<file path="src/bedrock_stream_pkg.sv">
// shared definitions for the burst stream memory endpoint
// widths of the address, beat and block, the message types,
// the command and response header and the per-type stream masks

package bedrock_stream_pkg;

  // physical address and data widths
  localparam int paddr_width_c       = 12;
  localparam int stream_data_width_c = 64;
  localparam int block_width_c       = 256;

  // one beat per 64-bit word, four words to a block
  localparam int stream_words_c        = block_width_c / stream_data_width_c;
  localparam int stream_cnt_width_c    = $clog2(stream_words_c);
  // byte offset bits inside one word
  localparam int stream_offset_width_c = $clog2(stream_data_width_c / 8);

  // backing store, four blocks of four words
  localparam int mem_words_c     = 16;
  localparam int mem_idx_width_c = $clog2(mem_words_c);

  // message types, the value doubles as the bit index into the stream masks
  typedef enum logic [1:0] {
    e_rd    = 2'd0,
    e_wr    = 2'd1,
    e_uc_rd = 2'd2,
    e_uc_wr = 2'd3
  } msg_type_e;

  // size is log2 of the byte count, 0 is 1 byte, 5 is a full 32-byte block
  typedef struct packed {
    msg_type_e                msg_type;
    logic [paddr_width_c-1:0] addr;
    logic [2:0]               size;
  } bedrock_header_s;

  // types that go out as several beats on the response side
  localparam logic [3:0] msg_stream_mask_c = (4'b1 << e_rd) | (4'b1 << e_wr);
  // types where the FSM itself supplies one beat per word
  localparam logic [3:0] fsm_stream_mask_c = (4'b1 << e_rd);

  // output pump, idle or partway through a multi-beat message
  typedef enum logic {
    e_ready,
    e_stream
  } resp_state_e;

  // memory FSM, waiting for a command or answering one
  typedef enum logic {
    e_idle,
    e_busy
  } mem_state_e;

endpackage

</file>
<file path="src/stream_wraparound.sv">
// loadable word counter for stream beats
// full_o is the running count, wrap_o keeps the loaded base's high bits
// and takes its low bits from the count, so the index wraps inside an
// aligned group of max_i + 1 words

module stream_wraparound
  import bedrock_stream_pkg::*;
(
  input  logic                          clk_i,
  input  logic                          reset_i,
  input  logic [stream_cnt_width_c-1:0] max_i,
  input  logic                          set_i,
  input  logic [stream_cnt_width_c-1:0] val_i,
  input  logic                          en_i,
  output logic [stream_cnt_width_c-1:0] full_o,
  output logic [stream_cnt_width_c-1:0] wrap_o
);

  logic [stream_cnt_width_c-1:0] cnt_r;
  logic [stream_cnt_width_c-1:0] base_r;
  logic [stream_cnt_width_c-1:0] low_mask;

  // set and enable on the same edge load the value already advanced by one,
  // the first beat is usually sent in the cycle that loads the counter
  always_ff @(posedge clk_i)
  begin
    if (reset_i)
    begin
      cnt_r  <= '0;
      base_r <= '0;
    end
    else if (set_i)
    begin
      cnt_r  <= val_i + stream_cnt_width_c'(en_i);
      base_r <= val_i;
    end
    else if (en_i)
    begin
      cnt_r <= cnt_r + stream_cnt_width_c'(1);
    end
  end

  // ones at and below the top set bit of max_i, ceil of log2(max_i + 1)
  always_comb
  begin
    for (int i = 0; i < stream_cnt_width_c; i++)
    begin
      low_mask[i] = |(max_i >> i);
    end
  end

  assign full_o = cnt_r;
  assign wrap_o = (base_r & ~low_mask) | (cnt_r & low_mask);

endmodule

</file>
<file path="src/stream_pump_out.sv">
// stream output pump
// takes a base header held by the FSM plus its data beats and sends a
// response stream, one beat per word, with wrapped addresses and a last flag
// 1:1 when the FSM streams the type too, 1:N when one FSM beat fans out

module stream_pump_out
  import bedrock_stream_pkg::*;
#(
  parameter logic [3:0] msg_stream_mask_p = msg_stream_mask_c,
  parameter logic [3:0] fsm_stream_mask_p = fsm_stream_mask_c
) (
  input  logic                           clk_i,
  input  logic                           reset_i,
  // FSM side, header held from the first beat through fsm_done_o
  input  bedrock_header_s                fsm_base_header_i,
  input  logic [stream_data_width_c-1:0] fsm_data_i,
  input  logic                           fsm_v_i,
  output logic                           fsm_ready_and_o,
  output logic [stream_cnt_width_c-1:0]  fsm_cnt_o,
  output logic                           fsm_new_o,
  output logic                           fsm_last_o,
  output logic                           fsm_done_o,
  // response stream
  output bedrock_header_s                resp_header_o,
  output logic [stream_data_width_c-1:0] resp_data_o,
  output logic                           resp_v_o,
  output logic                           resp_last_o,
  input  logic                           resp_ready_and_i
);

  resp_state_e state_r;
  resp_state_e state_n;
  logic        is_ready;
  logic        is_stream;

  logic [7:0]                    size_bytes;
  logic [7:0]                    size_words;
  logic [stream_cnt_width_c-1:0] stream_size;
  logic                          nz_stream;
  logic                          fsm_stream;
  logic                          msg_stream;
  logic                          any_stream;
  logic                          conv_1n;

  logic [stream_cnt_width_c-1:0] stream_cnt;
  logic [stream_cnt_width_c-1:0] wrap_cnt;
  logic [stream_cnt_width_c-1:0] cnt_max;
  logic [stream_cnt_width_c-1:0] first_cnt;
  logic [stream_cnt_width_c-1:0] last_cnt;
  logic                          cnt_up;
  logic                          is_last_cnt;
  logic                          beat_sent;
  logic [paddr_width_c-1:0]      wrap_addr;

  assign is_ready  = (state_r == e_ready);
  assign is_stream = (state_r == e_stream);

  // words in the message minus one, never below zero for sub-word sizes
  assign size_bytes  = 8'd1 << fsm_base_header_i.size;
  assign size_words  = size_bytes >> stream_offset_width_c;
  assign stream_size = (size_words == '0) ? '0 : stream_cnt_width_c'(size_words - 8'd1);
  assign nz_stream   = (stream_size != '0);

  // which side streams for this type
  assign fsm_stream = fsm_stream_mask_p[fsm_base_header_i.msg_type] & nz_stream;
  assign msg_stream = msg_stream_mask_p[fsm_base_header_i.msg_type] & nz_stream;
  assign any_stream = fsm_stream | msg_stream;
  assign conv_1n    = msg_stream & ~fsm_stream;

  // critical word of the request, the stream starts here
  assign first_cnt = fsm_base_header_i.addr[stream_offset_width_c +: stream_cnt_width_c];
  assign last_cnt  = first_cnt + stream_size;
  assign cnt_max   = any_stream ? stream_size : '0;

  stream_wraparound u_cnt (
    .clk_i  (clk_i),
    .reset_i(reset_i),
    .max_i  (cnt_max),
    .set_i  (fsm_new_o),
    .val_i  (first_cnt),
    .en_i   (cnt_up),
    .full_o (stream_cnt),
    .wrap_o (wrap_cnt)
  );

  // single beat messages are always on their last word
  assign is_last_cnt = (is_stream & (stream_cnt == last_cnt)) | ~any_stream;

  // every FSM beat offers a response beat in both conversions
  assign resp_v_o  = fsm_v_i;
  assign beat_sent = resp_v_o & resp_ready_and_i;
  assign cnt_up    = beat_sent & ~is_last_cnt;

  // 1:N holds the single FSM beat until the final response beat leaves
  assign fsm_ready_and_o = conv_1n ? (is_last_cnt & resp_ready_and_i) : resp_ready_and_i;

  // new marks the first response beat, not the FSM ack, so 1:N can start
  assign fsm_new_o  = beat_sent & is_ready;
  assign fsm_last_o = fsm_v_i & is_last_cnt;
  assign fsm_done_o = fsm_ready_and_o & fsm_v_i & is_last_cnt;
  assign fsm_cnt_o  = is_stream ? wrap_cnt : first_cnt;

  // high bits and byte offset kept, word index replaced by the wrapped count
  assign wrap_addr = {
    fsm_base_header_i.addr[paddr_width_c-1:stream_offset_width_c+stream_cnt_width_c],
    wrap_cnt,
    fsm_base_header_i.addr[stream_offset_width_c-1:0]
  };

  always_comb
  begin
    resp_header_o      = fsm_base_header_i;
    // first beat goes out at the critical address, which is the wrap start
    resp_header_o.addr = is_stream ? wrap_addr : fsm_base_header_i.addr;
    resp_data_o        = fsm_data_i;
    resp_last_o        = is_last_cnt & resp_v_o;
  end

  always_comb
  begin
    case (state_r)
      e_stream: state_n = fsm_done_o ? e_ready : e_stream;
      default:  state_n = (fsm_new_o & any_stream) ? e_stream : e_ready;
    endcase
  end

  always_ff @(posedge clk_i)
  begin
    if (reset_i)
      state_r <= e_ready;
    else
      state_r <= state_n;
  end

endmodule

</file>
<file path="src/mem_resp_fsm.sv">
// memory response FSM
// accepts one command at a time, writes or reads a 16-word store and
// hands the pump a held base header plus the data word for each beat

module mem_resp_fsm
  import bedrock_stream_pkg::*;
(
  input  logic                           clk_i,
  input  logic                           reset_i,
  // command in
  input  bedrock_header_s                cmd_header_i,
  input  logic [stream_data_width_c-1:0] cmd_data_i,
  input  logic                           cmd_v_i,
  output logic                           cmd_ready_and_o,
  // toward the output pump
  output bedrock_header_s                fsm_base_header_o,
  output logic [stream_data_width_c-1:0] fsm_data_o,
  output logic                           fsm_v_o,
  input  logic                           fsm_ready_and_i,
  input  logic [stream_cnt_width_c-1:0]  fsm_cnt_i,
  input  logic                           fsm_done_i
);

  mem_state_e state_r;

  bedrock_header_s                hdr_r;
  logic [stream_data_width_c-1:0] data_r;
  logic [stream_data_width_c-1:0] mem_r [mem_words_c];

  logic                       cmd_fire;
  logic                       cmd_is_wr;
  logic                       hdr_is_rd;
  logic                       resp_done;
  logic [mem_idx_width_c-1:0] wr_idx;
  logic [mem_idx_width_c-1:0] rd_idx;

  assign cmd_ready_and_o = (state_r == e_idle);
  assign cmd_fire        = cmd_v_i & cmd_ready_and_o;
  assign cmd_is_wr       = (cmd_header_i.msg_type == e_wr) | (cmd_header_i.msg_type == e_uc_wr);
  assign hdr_is_rd       = (hdr_r.msg_type == e_rd) | (hdr_r.msg_type == e_uc_rd);

  // final beat handed over to the pump
  assign resp_done = fsm_v_o & fsm_ready_and_i & fsm_done_i;

  // word address straight from the command, upper address bits alias
  assign wr_idx = cmd_header_i.addr[stream_offset_width_c +: mem_idx_width_c];
  // block of the held command, word from the pump's wrapped count
  assign rd_idx = {
    hdr_r.addr[stream_offset_width_c+mem_idx_width_c-1:stream_offset_width_c+stream_cnt_width_c],
    fsm_cnt_i
  };

  always_ff @(posedge clk_i)
  begin
    if (reset_i)
    begin
      state_r <= e_idle;
    end
    else
    begin
      case (state_r)
        e_idle:
        begin
          if (cmd_fire)
            state_r <= e_busy;
        end
        default:
        begin
          if (resp_done)
            state_r <= e_idle;
        end
      endcase
    end
  end

  // command held for the whole response
  always_ff @(posedge clk_i)
  begin
    if (cmd_fire)
    begin
      hdr_r  <= cmd_header_i;
      data_r <= cmd_data_i;
    end
  end

  // store starts out zeroed, one word written per write command
  always_ff @(posedge clk_i)
  begin
    if (reset_i)
    begin
      for (int i = 0; i < mem_words_c; i++)
        mem_r[i] <= '0;
    end
    else if (cmd_fire && cmd_is_wr)
    begin
      mem_r[wr_idx] <= cmd_data_i;
    end
  end

  assign fsm_base_header_o = hdr_r;
  assign fsm_v_o           = (state_r == e_busy);
  // reads follow the pump's count, write acks echo the written word
  assign fsm_data_o        = hdr_is_rd ? mem_r[rd_idx] : data_r;

endmodule

</file>
<file path="src/stream_mem_top.sv">
// stream memory endpoint top
// joins the memory response FSM to the output pump and exposes the
// single-beat command port and the response stream port

module stream_mem_top
  import bedrock_stream_pkg::*;
(
  input  logic                           clk_i,
  input  logic                           reset_i,
  // command
  input  bedrock_header_s                cmd_header_i,
  input  logic [stream_data_width_c-1:0] cmd_data_i,
  input  logic                           cmd_v_i,
  output logic                           cmd_ready_and_o,
  // response stream
  output bedrock_header_s                resp_header_o,
  output logic [stream_data_width_c-1:0] resp_data_o,
  output logic                           resp_v_o,
  output logic                           resp_last_o,
  input  logic                           resp_ready_and_i
);

  bedrock_header_s                fsm_base_header;
  logic [stream_data_width_c-1:0] fsm_data;
  logic                           fsm_v;
  logic                           fsm_ready_and;
  logic [stream_cnt_width_c-1:0]  fsm_cnt;
  logic                           fsm_done;

  mem_resp_fsm u_fsm (
    .clk_i            (clk_i),
    .reset_i          (reset_i),
    .cmd_header_i     (cmd_header_i),
    .cmd_data_i       (cmd_data_i),
    .cmd_v_i          (cmd_v_i),
    .cmd_ready_and_o  (cmd_ready_and_o),
    .fsm_base_header_o(fsm_base_header),
    .fsm_data_o       (fsm_data),
    .fsm_v_o          (fsm_v),
    .fsm_ready_and_i  (fsm_ready_and),
    .fsm_cnt_i        (fsm_cnt),
    .fsm_done_i       (fsm_done)
  );

  // new and last are not needed by this FSM
  stream_pump_out #(
    .msg_stream_mask_p(msg_stream_mask_c),
    .fsm_stream_mask_p(fsm_stream_mask_c)
  ) u_pump (
    .clk_i            (clk_i),
    .reset_i          (reset_i),
    .fsm_base_header_i(fsm_base_header),
    .fsm_data_i       (fsm_data),
    .fsm_v_i          (fsm_v),
    .fsm_ready_and_o  (fsm_ready_and),
    .fsm_cnt_o        (fsm_cnt),
    .fsm_new_o        (),
    .fsm_last_o       (),
    .fsm_done_o       (fsm_done),
    .resp_header_o    (resp_header_o),
    .resp_data_o      (resp_data_o),
    .resp_v_o         (resp_v_o),
    .resp_last_o      (resp_last_o),
    .resp_ready_and_i (resp_ready_and_i)
  );

endmodule

</file>
<file path="config.mk">
export PLATFORM = sky130hd
export DESIGN_NAME = stream_mem_top
export DESIGN_NICKNAME = d
export VERILOG_FILES = /design/src/bedrock_stream_pkg.sv /design/src/stream_wraparound.sv /design/src/stream_pump_out.sv /design/src/mem_resp_fsm.sv /design/src/stream_mem_top.sv
export SDC_FILE = /design/constraint.sdc
export NUM_CORES = 2
export LEC_CHECK = 0
export BUFFER_PORTS_ARGS = -buffer_cell sky130_fd_sc_hd__buf_2
export CORE_MARGIN = 1
export CORE_UTILIZATION = 54
export DETAILED_ROUTE_END_ITERATION = 10
export PLACE_DENSITY = 0.71
export SLEW_MARGIN = 30
export SYNTH_ARGS = -nofsm -noshare
export SYNTH_HDL_FRONTEND = slang
export SYNTH_HIERARCHICAL = 1
export SYNTH_SLANG_ARGS = --single-unit
</file>
<file path="constraint.sdc">
create_clock -name clk_i -period 6 [get_ports clk_i]
set_input_delay 0.6 -clock clk_i [delete_from_list [all_inputs] [get_ports clk_i]]
set_output_delay 0.6 -clock clk_i [all_outputs]
set_load 0.1 [all_outputs]
</file>
==> results.toml <==
[cells_and_area]
final_cell_mix = "edfxtp_1, and2_1, mux4_2"
nFillCells = 6795
multi_input_area_mm2 = 0.0148
finalCoreUtilization_pct = 59.0
layout.nets = 3169
drive_above_1_share_pct = 22.0
final-seq-area_mm2 = 0.0333
syn_to_final_growth_pct = 8.42
layout_commonest_cell = "edfxtp_1"
final_design_area_no_fill_mm2 = 0.0550

[die]
initial_core_util_pct = 54.5
rows = 112
ioPinCount = 169
coreArea_mm2 = 0.0932
dieWidth_um = 309
die_h_um = 309
dieArea_mm2 = 0.0952

[route]
wire_per_inst_um = 28.8
drc = 0
drt-vias-per-instance = 6.17
drtAntennaViolNets = 0
finalWirelength_mm = 128
vias = 27400
drt_first_pass_iters = 9
drtIter0Drc = 3213

[global_routing]
busiest_layer = "met2"
grt_first_pass_wirelength_mm = 186
grtUsageMet1_pct = 36.6
overflow = 0
met3_usage_pct = 4.91
grt_use_met2_pct = 45.4
track_usage_pct = 27.3
antenna_found_initial = 16
grt_pass1_vias = 28200
grt_max_degree = 124

[synthesis]
synth_compound_area_share_pct = 2.01
synthFlopType = "edfxtp_1"
syn_nets = 3182
synth-xor-area-share_pct = 0.131
yosys_warnings = 6
synth_fa_ha_area_share_pct = 0.0493
syn_inst = 3095
avgSynthCellArea_um2 = 16.4
synth_top_family_by_area = "simple AND/OR/NAND/NOR gates"
synth_cell_types = 40
ys_ff_latch = 1111
synthMuxAreaShare_pct = 12.8
async_reset_ff_share_pct = 0
synth-simple-area-share_pct = 14.0
ys_seq_area_share_pct = 65.6
synth_edf_count = 1105
synth_area_mm2 = 0.0507

[sta]
final.period_utilization_pct = 88.7
period_needed_ns = 5.32
tightest_slew_ns = 1.10
final-setup-viol-count = 0
rsz0062_at_grt = "false"
whs_ns = 0.0648
setup_tns_ns = 0
max_slew_margin_pct = 26.6
final_hold_viol_count = 0
max_freq_mhz = 188
fin_worst_skew_ns = 0.0245
finalMaxSlewViolations = 0

[power_and_ir_drop]
peakVddDrop_mv = 0.227
p_leak_nw = 19.8
power_density_mw_per_mm2 = 320

[cts]
postCtsHoldBufs = 0
cts_setup_buffers = 0
clkLatencyLatePin_ns = 0.71
cts_made_buffers = 114
cts_resized = 0
clock_path_buffers = 3
root_buffer = "clkbuf_16"
clk_pin_slew_ns = 0.06
htreeDepth = 3
cts_num_sinks = 1111
cts_tree = "done"

[hold_path]
worstHoldStart = "cmd_header_i[16]"
hold_class = "input pin to flop"

[worst_setup_path]
critPathRequiredTime_ns = 5.40
cp_max_fo = 68
worstPathCellList = "nor2b_1 > o21a_1 > mux2_2 > mux2_8 > buf_4 > mux4_2 > o22ai_1 > a221oi_1 > buf_2"
arrival_ns = 4.72
setup.worst_path.end_class = "output pin"
rr_startpoint = "u_fsm/fsm_v_o$_SDFF_PP0_"
cp_num_buf_inv = 2
critPathMaxStageDelay_ns = 0.70
critPathKind = "flop to output pin"
crit_family = "multiplexers"
cp_slowest_cell = "mux2_8"
setup.worst_path.start = "u_fsm/fsm_base_header_o[2]$_DFFE_PN_"
worstSetupStartpointType = "flop"

[place]
place.gp.congestion = 0.725
io_buffers = 168
hpwl_mm = 64.7
placed_area_mm2 = 0.0512

[flow_run]
maxCapViolations = 0

[status]
status = "finished clean"
## final cells by class
class                      count  share of cell area [%]
inverter                       5                  0.0387
clock buffer                 151                    5.62
multi-input combinational   1614                    27.0
clock inverter                66                    1.16
timing repair buffer         236                    2.79
tap                         1254                    2.85
sequential                  1111                    60.5
antenna                        6                  0.0273
## metrics by stage
step | worst slack (ns) | total power [mW] | instances
floorplan | 1.33 | 10.3 | 3095
global route | 0.425 | 18.1 | 4440
global placement | 1.35 | 10.7 | 4215
detailed placement | 1.29 | 10.8 | 4219
CTS | 0.518 | 17.7 | 4436
finish | 0.676 | 17.6 | 4443
## registers in the layout (all words and copies together), names as in the netlist
name	count
u_fsm/data_r	64
u_pump/u_cnt/base_r	2
u_fsm/fsm_base_header_o	17
u_fsm/fsm_v_o	1
u_pump/is_stream	1
u_fsm/mem_r	1024
u_pump/u_cnt/full_o	2
## metal layers
metal | part of all wire [%] | vias up
li1 | - | 11400
met1 | 38 | 14200
met2 | 49 | 1508
met3 | 9.8 | 270
met4 | 3.0 | 4
met5 | 0.020 | -
## cells by family after synthesis
logic type / after synthesis
XOR/XNOR: 6
multiplexers: 327
AND/OR/NAND/NOR: 1143
flip-flops: 1111
buffers and inverters: 370
adder cells (fa/ha/maj): 2
AO/OA/AOI/OAI: 136
## path summary, 6_finish.rpt
check / slack (ns) / cells past startpoint / endpoint
max: 0.68 / 9 / resp_data_o[24]
min: 0.06 / 1 / u_fsm/fsm_base_header_o[16]$_DFFE_PN_
max reg2reg: 2.96 / 5 / u_fsm/mem_r[2][35]$_SDFFCE_PN0P_
min reg2reg: 0.50 / 2 / u_pump/u_cnt/base_r[1]$_SDFFE_PP0P_
## report_power, final
group	total, mW	internal [mW]	leakage, nW	switching, mW
registers	8.94	8.85	11.2	0.0912
logic	1.65	0.462	6.77	1.18
clock network	7.03	4.09	1.80	2.94
total	17.6	13.4	19.8	4.21
## cell usage after synthesis (18+ instances only)
cell,instances,area (µm²)
a221oi_1,64,561
and2_1,1025,6410
buf_2,28,140
buf_4,109,818
buf_6,31,349
buf_8,53,796
clkbuf_1,97,364
clkbuf_2,36,180
edfxtp_1,1105,33200
mux2i_1,67,671
mux4_2,256,5770
nor2_1,71,267
o22ai_1,64,400
or2_2,18,113
## worst register-to-register path, stage by stage, from the launching register on
cell       delay (ns)
dfxtp_1          0.39
nand4bb_1        0.21
buf_4            0.26
nor4_4           0.32
or2_4            0.82
buf_4            0.66
Note: power is estimated with default switching activity, not from simulation.
